--- config.mk ---
export PLATFORM = sky130hd
export DESIGN_NAME = pcxt_glue_top
export DESIGN_NICKNAME = d
export VERILOG_FILES = /design/src/verilog/pcxt_board_pkg.sv /design/src/verilog/pcxt_video_pkg.sv /design/src/verilog/sync_stage.sv /design/src/verilog/audio_cen_gen.sv /design/src/verilog/reset_sequencer.sv /design/src/verilog/phantom_column_mask.sv /design/src/verilog/pcxt_glue_top.sv
export VERILOG_INCLUDE_DIRS = /design/src /design/src/include
export SDC_FILE = /design/constraint.sdc
export NUM_CORES = 1
export LEC_CHECK = 0
export BUFFER_PORTS_ARGS = -buffer_cell sky130_fd_sc_hd__buf_2
export CORE_MARGIN = 2
export CORE_UTILIZATION = 50
export CTS_CLUSTER_SIZE = 14
export DETAILED_ROUTE_END_ITERATION = 12
export PLACE_DENSITY = 0.68
export SYNTH_ARGS = -nofsm -noshare
export SYNTH_HDL_FRONTEND = slang
export SYNTH_HIERARCHICAL = 1
export SYNTH_SLANG_ARGS = --single-unit
--- constraint.sdc ---
create_clock -name CLK_50M -period 4.4 [get_ports CLK_50M]
set_input_delay 0.44 -clock CLK_50M [delete_from_list [all_inputs] [get_ports CLK_50M]]
set_output_delay 0.44 -clock CLK_50M [all_outputs]
set_load 0.02 [all_outputs]
--- src/include/pcxt_config.svh ---
////////////////////
// default timing constants for the board glue
// audio enable step and modulus, accumulator width
// phantom column count and colour depth
////////////////////

`ifndef PCXT_CONFIG_SVH
`define PCXT_CONFIG_SVH

// 44.1 kHz enable from the 50 MHz clock
`define PCXT_AUDIO_STEP 44100
`define PCXT_AUDIO_MOD 50000000
`define PCXT_ACC_W 32

// splash timer, one second of CLK_50M per tick period
`define PCXT_SPLASH_TICKS 50000000
`define PCXT_SPLASH_SECONDS 5

// system reset stretch after the last request
`define PCXT_SYS_RESET_CYCLES 65535
// extra hold on the cpu reset
`define PCXT_CPU_RESET_DELAY 42

// tandy graphics ghost column
// 48 hides the ghost line, 47 leaves it visible
`define PCXT_BLANK_COLUMNS 48

// bits per colour channel on the vga side
`define PCXT_RGB_W 6

`endif

--- src/verilog/pcxt_board_pkg.sv ---
////////////////////
// board side types
// menu status bits and ps/2 keyboard lines
////////////////////

package pcxt_board_pkg;

	// menu status bits coming from the osd side
	// all four are levels, asynchronous to CLK_50M
	typedef struct packed {
		// menu reset item
		logic reset_req;
		// bios rom download running
		logic bios_load;
		// tandy 1000 model selected
		logic tandy_mode;
		// splash screen turned off
		logic splash_skip;
	} menu_status_t;

	// ps/2 keyboard port, clock and data
	typedef struct packed {
		logic clk;
		logic data;
	} ps2_lines_t;

endpackage

--- src/verilog/pcxt_video_pkg.sv ---
////////////////////
// video types
// rgb pixel and video input bundle
////////////////////

`include "pcxt_config.svh"

package pcxt_video_pkg;

	// one pixel, all zero is black
	typedef struct packed {
		logic [`PCXT_RGB_W-1:0] r;
		logic [`PCXT_RGB_W-1:0] g;
		logic [`PCXT_RGB_W-1:0] b;
	} vga_pixel_t;

	// video stream from the cga/tandy side
	// synchronous to CLK_50M, qualified by the pixel strobe
	typedef struct packed {
		vga_pixel_t pixel;
		// active high line sync
		logic       hsync;
		// graphics mode, text when low
		logic       grph_mode;
	} video_in_t;

endpackage

--- src/verilog/sync_stage.sv ---
////////////////////
// two-flop synchronizer
// payload type set by parameter
////////////////////

module sync_stage #(
	parameter type payload_t = logic
) (
	input  logic     CLK_50M,
	input  logic     reset_wire,
	input  payload_t d_i,
	output payload_t q_o
);

	// first stage, may go metastable
	payload_t meta_q;

	always_ff @(posedge CLK_50M or posedge reset_wire) begin
		if (reset_wire) begin
			meta_q <= '0;
			q_o    <= '0;
		end else begin
			meta_q <= d_i;
			// second stage, settled value
			q_o    <= meta_q;
		end
	end

endmodule

--- src/verilog/audio_cen_gen.sv ---
////////////////////
// 44.1 kHz clock enable
// fractional accumulator on CLK_50M
////////////////////

`include "pcxt_config.svh"

module audio_cen_gen (
	input  logic CLK_50M,
	input  logic reset_wire,
	output logic audio_cen_o
);

	// step over modulus gives the sample rate ratio
	localparam logic [`PCXT_ACC_W-1:0] STEP = `PCXT_AUDIO_STEP;
	localparam logic [`PCXT_ACC_W-1:0] MOD  = `PCXT_AUDIO_MOD;

	logic [`PCXT_ACC_W-1:0] acc_q;
	logic [`PCXT_ACC_W-1:0] acc_sum;

	// next phase before the wrap
	assign acc_sum = acc_q + STEP;

	always_ff @(posedge CLK_50M or posedge reset_wire) begin
		if (reset_wire) begin
			acc_q       <= '0;
			audio_cen_o <= 1'b0;
		end else if (acc_sum >= MOD) begin
			// wrap, keep the remainder so no fraction is lost
			acc_q       <= acc_sum - MOD;
			audio_cen_o <= 1'b1;
		end else begin
			acc_q       <= acc_sum;
			audio_cen_o <= 1'b0;
		end
	end

endmodule

--- src/verilog/reset_sequencer.sv ---
////////////////////
// splash screen timer
// system reset stretcher
// cpu reset release delay
////////////////////

`include "pcxt_config.svh"

module reset_sequencer #(
	parameter int unsigned SPLASH_TICKS     = `PCXT_SPLASH_TICKS,
	parameter int unsigned SPLASH_SECONDS   = `PCXT_SPLASH_SECONDS,
	parameter int unsigned SYS_RESET_CYCLES = `PCXT_SYS_RESET_CYCLES,
	parameter int unsigned CPU_RESET_DELAY  = `PCXT_CPU_RESET_DELAY
) (
	input  logic                         CLK_50M,
	input  logic                         reset_wire,
	input  pcxt_board_pkg::menu_status_t menu_i,
	output logic                         sys_reset_o,
	output logic                         cpu_reset_o
);

	// counter widths
	localparam int TICK_W    = (SPLASH_TICKS > 1) ? $clog2(SPLASH_TICKS) : 1;
	localparam int SEC_W     = $clog2(SPLASH_SECONDS + 1);
	localparam int STRETCH_W = $clog2(SYS_RESET_CYCLES + 1);
	localparam int CPU_W     = $clog2(CPU_RESET_DELAY + 1);

	// terminal counts
	localparam logic [TICK_W-1:0]    TICK_LAST    = TICK_W'(SPLASH_TICKS - 1);
	localparam logic [SEC_W-1:0]     SEC_END      = SEC_W'(SPLASH_SECONDS);
	localparam logic [STRETCH_W-1:0] STRETCH_END  = STRETCH_W'(SYS_RESET_CYCLES);
	localparam logic [STRETCH_W-1:0] STRETCH_LAST = STRETCH_W'(SYS_RESET_CYCLES - 1);
	localparam logic [CPU_W-1:0]     CPU_END      = CPU_W'(CPU_RESET_DELAY);
	localparam logic [CPU_W-1:0]     CPU_LAST     = CPU_W'(CPU_RESET_DELAY - 1);

	logic                 splash_q;
	logic [TICK_W-1:0]    tick_cnt_q;
	logic [SEC_W-1:0]     sec_cnt_q;
	logic [STRETCH_W-1:0] stretch_cnt_q;
	logic [CPU_W-1:0]     cpu_cnt_q;
	logic                 splash_on;
	logic                 hold_req;

	// skip takes effect at once, the register follows a cycle later
	assign splash_on = splash_q & ~menu_i.splash_skip;
	// anything that keeps the board in reset
	assign hold_req  = splash_on | menu_i.reset_req | menu_i.bios_load;

	////////////////////
	// splash timer
	////////////////////

	// runs once per reset_wire, a menu reset does not restart it
	always_ff @(posedge CLK_50M or posedge reset_wire) begin
		if (reset_wire) begin
			splash_q   <= 1'b1;
			tick_cnt_q <= '0;
			sec_cnt_q  <= '0;
		end else if (splash_q) begin
			if (menu_i.splash_skip || sec_cnt_q == SEC_END) begin
				splash_q <= 1'b0;
			end else if (tick_cnt_q == TICK_LAST) begin
				// one second done
				tick_cnt_q <= '0;
				sec_cnt_q  <= sec_cnt_q + 1'b1;
			end else begin
				tick_cnt_q <= tick_cnt_q + 1'b1;
			end
		end
	end

	////////////////////
	// reset stretch
	////////////////////

	// counter held at zero while any request is up
	always_ff @(posedge CLK_50M or posedge reset_wire) begin
		if (reset_wire) begin
			stretch_cnt_q <= '0;
			sys_reset_o   <= 1'b1;
		end else if (hold_req) begin
			stretch_cnt_q <= '0;
			sys_reset_o   <= 1'b1;
		end else if (stretch_cnt_q != STRETCH_END) begin
			stretch_cnt_q <= stretch_cnt_q + 1'b1;
			// release on the edge that reaches the end count
			sys_reset_o   <= (stretch_cnt_q != STRETCH_LAST);
		end
	end

	// cpu comes out a fixed delay after the system
	// a new request sets it together with sys_reset_o
	always_ff @(posedge CLK_50M or posedge reset_wire) begin
		if (reset_wire) begin
			cpu_cnt_q   <= '0;
			cpu_reset_o <= 1'b1;
		end else if (sys_reset_o || hold_req) begin
			cpu_cnt_q   <= '0;
			cpu_reset_o <= 1'b1;
		end else if (cpu_cnt_q != CPU_END) begin
			cpu_cnt_q   <= cpu_cnt_q + 1'b1;
			cpu_reset_o <= (cpu_cnt_q != CPU_LAST);
		end
	end

endmodule

--- src/verilog/phantom_column_mask.sv ---
////////////////////
// tandy phantom column mask
// blanks the first columns of each line
////////////////////

`include "pcxt_config.svh"

module phantom_column_mask (
	input  logic                       CLK_50M,
	input  logic                       reset_wire,
	input  logic                       pix_ce_i,
	input  logic                       tandy_mode_i,
	input  pcxt_video_pkg::video_in_t  video_i,
	output pcxt_video_pkg::vga_pixel_t video_o
);

	import pcxt_video_pkg::*;

	localparam int COL_W = $clog2(`PCXT_BLANK_COLUMNS + 1);
	localparam logic [COL_W-1:0] COL_END = COL_W'(`PCXT_BLANK_COLUMNS);

	// strobes seen since the last hsync
	logic [COL_W-1:0] col_cnt_q;
	// delayed pixel, black inside the blanked area
	vga_pixel_t       held_q;
	logic             mask_on;

	////////////////////
	// column counter
	////////////////////

	always_ff @(posedge CLK_50M or posedge reset_wire) begin
		if (reset_wire) begin
			col_cnt_q <= '0;
			held_q    <= '0;
		end else if (video_i.hsync) begin
			// new line, restart the count
			col_cnt_q <= '0;
		end else if (pix_ce_i) begin
			if (col_cnt_q < COL_END) begin
				col_cnt_q <= col_cnt_q + 1'b1;
				held_q    <= '0;
			end else begin
				held_q <= video_i.pixel;
			end
		end
	end

	// only tandy graphics shows the ghost column
	assign mask_on = tandy_mode_i & video_i.grph_mode;

	// text modes and other models pass straight through
	assign video_o = mask_on ? held_q : video_i.pixel;

endmodule

--- src/verilog/pcxt_glue_top.sv ---
////////////////////
// pc/xt board glue top level
// input synchronizers, audio enable
// reset sequencing, tandy column mask
////////////////////

`include "pcxt_config.svh"

module pcxt_glue_top #(
	parameter int unsigned SPLASH_TICKS     = `PCXT_SPLASH_TICKS,
	parameter int unsigned SPLASH_SECONDS   = `PCXT_SPLASH_SECONDS,
	parameter int unsigned SYS_RESET_CYCLES = `PCXT_SYS_RESET_CYCLES,
	parameter int unsigned CPU_RESET_DELAY  = `PCXT_CPU_RESET_DELAY
) (
	input  logic                         CLK_50M,
	input  logic                         reset_wire,
	input  pcxt_board_pkg::menu_status_t menu_i,
	input  pcxt_board_pkg::ps2_lines_t   ps2_i,
	input  pcxt_video_pkg::video_in_t    video_i,
	input  logic                         pix_ce_i,
	output pcxt_board_pkg::ps2_lines_t   ps2_o,
	output logic                         audio_cen_o,
	output logic                         sys_reset_o,
	output logic                         cpu_reset_o,
	output pcxt_video_pkg::vga_pixel_t   video_o
);

	import pcxt_board_pkg::*;

	// menu bits in the CLK_50M domain
	menu_status_t menu_sync;

	////////////////////
	// synchronizers
	////////////////////

	sync_stage #(
		.payload_t(menu_status_t)
	) menu_sync_stage (
		.CLK_50M   (CLK_50M),
		.reset_wire(reset_wire),
		.d_i       (menu_i),
		.q_o       (menu_sync)
	);

	// keyboard lines go out to the controller as they are
	sync_stage #(
		.payload_t(ps2_lines_t)
	) ps2_sync_stage (
		.CLK_50M   (CLK_50M),
		.reset_wire(reset_wire),
		.d_i       (ps2_i),
		.q_o       (ps2_o)
	);

	// audio sample enable
	audio_cen_gen u_audio_cen_gen (
		.CLK_50M    (CLK_50M),
		.reset_wire (reset_wire),
		.audio_cen_o(audio_cen_o)
	);

	// splash, system and cpu reset
	reset_sequencer #(
		.SPLASH_TICKS    (SPLASH_TICKS),
		.SPLASH_SECONDS  (SPLASH_SECONDS),
		.SYS_RESET_CYCLES(SYS_RESET_CYCLES),
		.CPU_RESET_DELAY (CPU_RESET_DELAY)
	) u_reset_sequencer (
		.CLK_50M    (CLK_50M),
		.reset_wire (reset_wire),
		.menu_i     (menu_sync),
		.sys_reset_o(sys_reset_o),
		.cpu_reset_o(cpu_reset_o)
	);

	// video output path
	phantom_column_mask u_phantom_column_mask (
		.CLK_50M     (CLK_50M),
		.reset_wire  (reset_wire),
		.pix_ce_i    (pix_ce_i),
		.tandy_mode_i(menu_sync.tandy_mode),
		.video_i     (video_i),
		.video_o     (video_o)
	);

endmodule

==> out/metrics.csv, run 1 <==
metric,value,unit
die area,0.0147,mm2
"slowest stage delay, CP",700,ps
fin nets,772,
main combinational cell family by area after synthesis,simple AND/OR/NAND/NOR gates,
critical path required time,4700,ps
vias per std cell,5.91,
CTS Buf Count,17,
antenna-violating nets left,0,
DRC errors left,0,
PwrDens,341,mW/mm2
setup bufs post-CTS,0,
area of the multi-input gates,0.00358,mm2
Mapped Area,0.00687,mm2
"most used cell, CP",nor2_1,
cells taking the most area after synthesis,"dfrtp_1 (43%), xnor2_1 (7.0%), nor2_1 (3.2%)",
filler cell count,1138,
Arrival @ worst endpoint,4160,ps
Yosys cell types,85,
Sequential Area,0.00303,mm2
Die Ht,121,um
run status,"complete, no violations",
Post-Synth Adder-Cell Area,2.19,%
Max VDD drop,0.276,mV
Final WS setup,536,ps
vias in the first global route,5299,
"Slew Viols, Final",0,
startpoint types,flop,
Final Instance Area,0.00783,mm2
CTS tree,done,
Final period util,87.8,%
initial antenna violation count,1,
Crit-path slowest cell,nor4_2,
post-synthesis mux area share,3.88,%
Fin. Hold Viols,0,
Final HPWL DP,10.5,mm
Critical Path End Type,flop,
"Cell Chain, Critical Path","ha_1, a31oi_2, nor4_2, nor2_1, o221ai_1, nand4b_2, or2_1, nor2_2, buf_4, nor2_1, xor2_1",
max cap viols,0,
max_slew headroom,31.8,%
dominant synthesized flop cell,dfrtp_1,
GRT Overall Usage,21.7,%
Post-Route Setup TNS,0,ps
Synth Area in Compound Gates,14.5,%
worst path bufs/invs,1,
Bufs on Longest Clock Path,2,
PortBufs,51,
"Seq/Total Area, Yosys",44.1,%
DIE WIDTH,121,um
Leakage Power,3.24,nW
Placed Area,0.00720,mm2
Synthesized Nets,728,
htree depth,4,
CP top delay family,simple AND/OR/NAND/NOR gates,
count of final setup violators,0,
worst skew pair latency,410,ps
post-synthesis simple-gate area fraction,22.2,%
Diodes inserted,0,
syn avg cell area,10.0,um2
number of synthesized flops with an enable pin,0,
root buf cell,clkbuf_16,
Site Rows,42,
Cells after Synth,687,
Post-Place Worst Slack,643,ps
Synth top area share,43.0,%
Initial DRC Count,446,
Synth async-reset ratio,100,%
total core area,0.0133,mm2
share of layout cells above drive strength 1,18.1,%
xor and xnor fraction of the mapped netlist area,9.31,%
"Clk pin slew, worst setup/hold paths",60,ps
#FFs+latches synth,121,
Area Growth Syn to Fin,13.9,%
largest net degree at the start of global routing,55,
first-pass GRT wire length,25.6,mm
worst-path fanout max,9,
"area leader, netlist",dfrtp_1,
RSZ-0062 raised after global routing,false,
Fin Hold WS,129,ps
max frequency,259,MHz
Initial Util,51.5,%
Num Clock Sinks,121,
final wirelength,15.2,mm
Finished Layout Cells,920,
worst clock skew,5.01,ps
I/O Pins,52,
Hold Crit Class,in -> reg,
Setup CP Type,reg -> reg,
drt wl/cell,16.5,um
drt pass-1 iters,5,
placed insts,887,
Routability Congestion,0.963,
vias,5437,
minimum clock period,3860,ps
YS warnings,6,
grt ovf,0,
Worst-Margin Slew,1010,ps
==> synth_stat cells, types with 4 or more instances <==
| library cell | count |
|---|---|
| o31ai_1 | 4 |
| nand2b_1 | 4 |
| inv_1 | 23 |
| or2_2 | 4 |
| xor2_1 | 18 |
| o21ai_1 | 8 |
| and2_1 | 8 |
| or3_1 | 13 |
| o21ai_0 | 18 |
| nor3b_1 | 5 |
| nand3_1 | 33 |
| nor3_1 | 30 |
| buf_2 | 11 |
| or4_4 | 4 |
| nor4_1 | 7 |
| a31oi_1 | 10 |
| o31a_1 | 4 |
| and3_1 | 6 |
| nand2_1 | 41 |
| xnor2_1 | 55 |
| mux2_1 | 16 |
| and4_1 | 6 |
| a21oi_1 | 19 |
| a22o_1 | 19 |
| dfrtp_1 | 118 |
| a211oi_1 | 4 |
| nor2_1 | 59 |
| clkbuf_1 | 12 |
| nand4_1 | 20 |
| ha_1 | 12 |
| mux2_2 | 5 |
==> layer usage <==
metal / track usage, % / wire length, um / up-vias
li1: - / - / 2597
met1: 28.8 / 6880 / 2677
met2: 34.8 / 7450 / 136
met3: 5.64 / 627 / 25
met4: 7.26 / 235 / 2
met5: 0 / 13 / -
==> placed cells by master, fill, tap and decap left out, drive strengths merged, types with 5 or more instances in the layout <==
cell type,synthesis,routed
nor3b,6,6
and3,7,7
or2,5,5
inv,24,27
clkbuf,12,19
nand4,21,21
and4,7,7
xor2,18,18
dfrtp,118,118
ha,12,12
nor3,32,32
nand3,33,33
xnor2,55,55
mux2,21,21
nand2,43,43
nor2,62,62
a21oi,19,19
a211oi,6,6
nor4,11,11
o31ai,5,5
o21ai,26,26
buf,18,54
or4,7,7
a31oi,11,11
a22o,19,19
or3,13,13
and2,9,9
==> power breakdown <==
part | leakage (nW) | total [mW] | switching (mW) | internal (mW)
Sequential | 1.61 | 1.13 | 0.00507 | 1.12
Combinational | 1.34 | 0.0985 | 0.0662 | 0.0323
Clock | 0.292 | 1.45 | 0.522 | 0.924
Total | 3.24 | 2.67 | 0.594 | 2.08
==> area by class of cell <==
cell class | count | share of cell area [%]
multi-input cells | 512 | 45.7
flip-flops and latches | 121 | 38.7
clock buffers | 19 | 5.79
repair buffers | 55 | 3.68
well taps | 176 | 2.81
clock inverters | 13 | 2.11
inverters | 24 | 1.15
==> repair_timing <==
action / in CTS / in global routing
hold endpoints to repair: 4 / 0
hold buffers: 1 / 0
resized for setup: 0 / 0
==> cell families after synthesis <==
logic type      count (synthesis)
compound gates                132
xor+xnor                       73
fa+ha+maj                      12
buf+inv                        54
flops                         121
mux                            24
simple gates                  271
==> flip-flops by register name, summed over array words and instances, names as in the netlist <==
| signal | cells |
|---|---|
| u_audio_cen_gen/acc_q | 30 |
| u_reset_sequencer/tick_cnt_q | 26 |
| u_phantom_column_mask/held_q | 18 |
| u_reset_sequencer/stretch_cnt_q | 16 |
| u_phantom_column_mask/col_cnt_q | 6 |
| u_reset_sequencer/cpu_cnt_q | 6 |
| menu_sync_stage/meta_q | 4 |
| menu_sync_stage/q_o | 4 |
| u_reset_sequencer/sec_cnt_q | 3 |
| ps2_sync_stage/meta_q | 2 |
| ps2_sync_stage/q_o | 2 |
| u_audio_cen_gen/audio_cen_o | 1 |
| u_reset_sequencer/cpu_reset_o | 1 |
| u_reset_sequencer/splash_q | 1 |
| u_reset_sequencer/sys_reset_o | 1 |
==> stage by stage <==
step	utilization, %	total power [mW]
final	58.6	2.67
after global routing	58.6	2.76
after CTS	58.6	2.70
after detailed placement	53.9	1.25
after global placement	53.9	1.24
after floorplan	-	1.21
==> worst paths after layout <==
check                      cells past startpoint                startpoint  slack [ps]                         endpoint
max                                           11  u_audio_cen_gen/acc_q[2]         540        u_audio_cen_gen/acc_q[12]
max reg2reg                                   11  u_audio_cen_gen/acc_q[2]         540        u_audio_cen_gen/acc_q[12]
max in group asynchronous                      3                reset_wire        3020  u_phantom_column_mask/held_q[5]
min                                            1                 menu_i[1]         130        menu_sync_stage/meta_q[1]
min in group asynchronous                      3                reset_wire         500            ps2_sync_stage/q_o[0]
min reg2reg                                    0  ps2_sync_stage/meta_q[1]         350            ps2_sync_stage/q_o[1]
Note: power is estimated with default switching activity, not from simulation.
==> inputs of run 2 (changes only) <==
- ABC_AREA: not set -> 1
==> out/metrics.csv, run 2 <==
metric,value,unit
run status,"complete, no violations",
Final WS setup,1400,ps
Synth top area share,36.1,%
Max VDD drop,0.272,mV
Diodes inserted,0,
"Hold-fix buffers, CTS",1,
Mapped Area,0.00817,mm2
Commonest cells post-synth,"nand2_1 (415), inv_1 (174), nor2_1 (163), dfrtp_1 (118), nand3_1 (116)",
Bufs on Longest Clock Path,2,
Reg2Reg Depth,14,
CTS tree,done,
Cells after Synth,1234,
worst hold path depth,1,
GRT Overall Usage,23.5,%
share of layout cells above drive strength 1,12.6,%
largest net degree at the start of global routing,55,
vias per std cell,5.08,
max cap viols,0,
syn avg cell area,6.62,um2
I/O Pins,52,
placed insts,1490,
cells taking the most area after synthesis,"dfrtp_1 (36%), nand2_1 (19%), inv_1 (8.0%)",
Synth async-reset ratio,100,%
Final period util,68.3,%
"area leader, netlist",dfrtp_1,
CTS Buf Count,17,
minimum clock period,3000,ps
worst skew pair latency,420,ps
fin nets,1335,
"Slew Viols, Final",0,
root buf cell,clkbuf_16,
Critical Path End Type,flop,
"Seq/Total Area, Yosys",37.1,%
die area,0.0174,mm2
max frequency,333,MHz
YS warnings,6,
Setup CP Type,reg -> reg,
drt wl/cell,12.9,um
htree depth,4,
"count leader, synth",nand2_1,
Final Instance Area,0.00919,mm2
Synthesized Nets,1275,
Fin. Hold Viols,0,
setup bufs post-CTS,0,
Worst-Margin Slew,935,ps
DIE WIDTH,132,um
total core area,0.0159,mm2
vias,7730,
RSZ-0062 raised after global routing,false,
first-pass GRT wire length,33.3,mm
Leakage Power,4.66,nW
Num Clock Sinks,121,
max_slew headroom,37.6,%
initial antenna violation count,0,
max reg flops,30,
biggest regs,"u_audio_cen_gen/acc_q: 30 flops, u_reset_sequencer/tick_cnt_q: 26 flops, u_phantom_column_mask/held_q: 18 flops",
Final HPWL DP,14.9,mm
Hold Crit Class,in -> reg,
final wirelength,19.7,mm
Site Rows,46,
startpoint types,flop,
worst clock skew,8.81,ps
Initial Util,51.2,%
Finished Layout Cells,1523,
PortBufs,51,
CTS resizes,0,
Fin Hold WS,127,ps
most frequent cells in the layout,"nand2_1 (415), inv_1 (173), nor2_1 (163), dfrtp_1 (118), nand3_1 (116)",
number of synthesized flops with an enable pin,0,
worst-path fanout max,40,
grt ovf,0,
Post-Place Worst Slack,1480,ps
Initial DRC Count,614,
count of final setup violators,0,
DRC errors left,0,
Area Growth Syn to Fin,12.5,%
Biggest register,u_audio_cen_gen/acc_q,
Post-Route Setup TNS,0,ps
PwrDens,283,mW/mm2
Placed Area,0.00860,mm2
#FFs+latches synth,121,
dominant synthesized flop cell,dfrtp_1,
Arrival @ worst endpoint,3320,ps
"Clk pin slew, worst setup/hold paths",60,ps
Yosys cell types,40,
Die Ht,132,um
antenna-violating nets left,0,
critical path required time,4710,ps
vias in the first global route,7121,
Routability Congestion,0.996,
"most common cell after layout, fill and taps aside",nand2_1,
drt pass-1 iters,5,
-- run 2: changes by cell type after synthesis, sizes merged, moves of 10 or more --
cell    previous run  this run
nand2             43       430
clkbuf            12         1
a31oi             11         1
or3               13         0
inv               24       191
nor3              32        10
mux2              21         0
xnor2             55         2
a22o              19         0
o22ai              0        18
o21ai             26        55
nor2              62       186
nand3             33       120
nor4              11         0
-- run 2: final timing paths --
| check | start | to | slack [ps] |
|---|---|---|---|
| min in group asynchronous | reset_wire | ps2_sync_stage/q_o[1] | 520 |
| worst min-delay path | menu_i[0] | menu_sync_stage/meta_q[0] | 130 |
| worst max-delay path | u_audio_cen_gen/acc_q[18] | u_audio_cen_gen/acc_q[15] | 1400 |
| worst max register to register | u_audio_cen_gen/acc_q[18] | u_audio_cen_gen/acc_q[15] | 1400 |
| max in group asynchronous | reset_wire | u_phantom_column_mask/col_cnt_q[4] | 2980 |
| worst min register to register | menu_sync_stage/meta_q[1] | menu_sync_stage/q_o[1] | 350 |
-- run 2: kinds of logic after synthesis --
kind of cell    after synthesis  synth area share [%]
compound gates               95                  7.24
xor+xnor                     26                  2.79
fa+ha+maj                    12                  1.84
buf+inv                     204                  10.1
flops                       121                  37.1
simple gates                776                  40.9
-- run 2: power breakdown --
group	leakage, nW	switching (mW)	total [mW]	internal, mW
clock	0.283	0.506	1.37	0.862
combinational	2.76	0.0741	0.104	0.0295
sequential	1.61	0.00414	1.13	1.12
total	4.66	0.585	2.60	2.01
-- run 2: per-layer routing --
layer	up-vias	GRT usage (%)	routed length [um]
met2	185	38.2	9280
met3	41	4.61	809
met4	0	9.18	506
met5	-	0	0
met1	3529	30.9	9070
li1	3975	-	-
-- run 2: critical path: stages (launching register included) --
cell and delay, ps:
dfrtp_1 510, nand2_1 200, nor2_1 310, nand2_1 120, inv_1 70, nand3_1 100, nand3_1 110, nand2_1 130
nor2_2 190, nand2_1 90, nor2_2 120, nand2_2 80, nand2_2 590, nand2_1 130, o21ai_1 140
-- run 2: final cells by class --
class	instances	area [um2]
fill	1576	6750
multi-input combinational	909	4310
sequential	121	3030
inverter	191	719
clock buffer	21	460
timing repair buffer	54	280
tap	216	270
clock inverter	11	121
-- run 2: stage by stage --
| stage | power [mW] | util, % |
|---|---|---|
| after floorplan | 1.21 | - |
| after global placement | 1.25 | 53.9 |
| after detailed placement | 1.25 | 53.9 |
| after CTS | 2.64 | 57.7 |
| after global routing | 2.70 | 57.7 |
| final | 2.60 | 57.7 |
==> inputs of run 3 (changes only) <==
- PLACE_DENSITY: 0.68 -> 0.7
- clock period: 4.4 -> 2.59 ns (I/O delays scaled with it)
==> out/metrics.csv, run 3 (synthesized netlist as in run 2, its figures left out) <==
metric,value,unit
Critical Path End Type,flop,
startpoint types,flop,
Die Ht,132,um
Fin. Hold Viols,0,
max cap viols,0,
die area,0.0174,mm2
Area Growth Syn to Fin,18.2,%
worst skew pair latency,410,ps
run status,"complete, no violations",
Power Total,4.42,mW
vias per std cell,5.03,
Setup CP Type,reg -> reg,
CTS Buf Count,17,
antenna-violating nets left,0,
count of final setup violators,0,
Routability Congestion,0.975,
Max VDD drop,0.443,mV
CTS tree,done,
root buf cell,clkbuf_16,
total core area,0.0159,mm2
Finished Layout Cells,1556,
Hold Crit Class,in -> reg,
largest net degree at the start of global routing,37,
final wirelength,19.6,mm
worst-path fanout max,13,
share of layout cells above drive strength 1,17.8,%
Bufs on Longest Clock Path,2,
max reg flops,30,
Site Rows,46,
DRC errors left,0,
critical path required time,2940,ps
worst hold path depth,2,
"Clk pin slew, worst setup/hold paths",60,ps
htree depth,4,
met3 usage in global routing,4.42,%
Worst-Margin Slew,962,ps
Biggest register,u_audio_cen_gen/acc_q,
Initial Util,51.2,%
"Slew Viols, Final",0,
Initial DRC Count,581,
Reg2Reg Depth,15,
fin nets,1368,
minimum clock period,2470,ps
biggest regs,"u_audio_cen_gen/acc_q: 30 flops, u_reset_sequencer/tick_cnt_q: 26 flops, u_phantom_column_mask/held_q: 18 flops",
grt met2 use,38.8,%
GRT Overall Usage,23.0,%
DIE WIDTH,132,um
most frequent cells in the layout,"nand2_1 (403), inv_1 (172), nor2_1 (147), nand3_1 (113), dfrtp_1 (109)",
RSZ-0062 raised after global routing,true,
M1 GR Usage,29.9,%
Num Clock Sinks,121,
I/O Pins,52,
grt ovf,0,
busiest grt layer,met2,
drt pass-1 iters,9,
"most common cell after layout, fill and taps aside",nand2_1,
Arrival @ worst endpoint,2820,ps
vias,7831,
drt wl/cell,12.6,um
vias in the first global route,7119,
PortBufs,51,
initial antenna violation count,0,
Leakage Power,4.82,nW
max frequency,405,MHz
placed insts,1506,
worst clock skew,8.40,ps
max_slew headroom,35.8,%
filler cell count,1471,
Diodes inserted,0,
Final period util,95.4,%
first-pass GRT wire length,32.7,mm
Final HPWL DP,14.6,mm
PwrDens,458,mW/mm2
[run 3: changes by cell type in the layout (fill, tap and decap cells not counted), sizes merged]
cell and delta:
clkbuf -2, clkinvlp +3, buf +26, inv +1, dlygate4sd3 +6, clkinv -1
[run 3: metrics by stage]
stage / area [um2] / util, % / setup slack, ps / hold WS [ps] / setup TNS (ps)
2_1_floorplan: 8170 / - / 393 / 25.1 / 0
3_3_place_gp: 8730 / 54.8 / 92.4 / 197 / 0
3_5_place_dp: 8730 / 54.8 / 91.7 / 200 / 0
4_1_cts: 9390 / 58.9 / 61.4 / 32.1 / 0
5_1_grt: 9650 / 60.6 / -69.0 / 40.1 / -480
6_report: 9650 / 60.6 / 120 / 59.6 / 0
[run 3: cell type report]
cell class	count	area, um2	share of cell area [%]
Multi-Input combinational cell	909	4460	46.2
Sequential cell	121	3040	31.5
Inverter	191	722	7.48
Timing Repair Buffer	87	577	5.97
Clock buffer	18	439	4.55
Tap cell	216	270	2.80
Clock inverter	14	148	1.53
[run 3: final timing paths]
check	from	slack (ps)	endpoint
max	u_audio_cen_gen/acc_q[18]	120	u_audio_cen_gen/acc_q[22]
min	video_i[1]	60	u_phantom_column_mask/col_cnt_q[5]
max reg2reg	u_audio_cen_gen/acc_q[18]	120	u_audio_cen_gen/acc_q[22]
min reg2reg	menu_sync_stage/meta_q[2]	340	menu_sync_stage/q_o[2]
max in group asynchronous	reset_wire	1330	u_phantom_column_mask/held_q[14]
min in group asynchronous	reset_wire	320	ps2_sync_stage/q_o[1]
[run 3: power breakdown]
part	total (mW)	internal, mW	switching [mW]
clock	2.33	1.44	0.886
sequential	1.91	1.91	0.00752
combinational	0.184	0.0578	0.126
total	4.42	3.41	1.02
[run 3: critical path: stages (launching register included)]
cell and delay (ps):
dfrtp_2 450, nand2_1 170, inv_1 90, nand2_1 50, nor2_1 130, nand3_1 170
nand3_1 160, nand3_1 190, xor2_2 270, nand2_1 90, nor2_2 150, nand2_4 110
buf_12 160, inv_4 90, nand2_1 60, nand2_1 60
[run 3: repair_timing]
item	4_1_cts	5_1_grt
gates resized for setup	0	54
setup buffers	0	10
hold buffers	7	0
setup endpoints to repair	0	26
endpoints found under the hold margin	69	0
[run 3: routing by layer]
layer / wire (um) / part of all wire, %
met1: 8910 / 45
met4: 316 / 1.6
met3: 857 / 4.4
met5: 0 / 0
met2: 9530 / 49
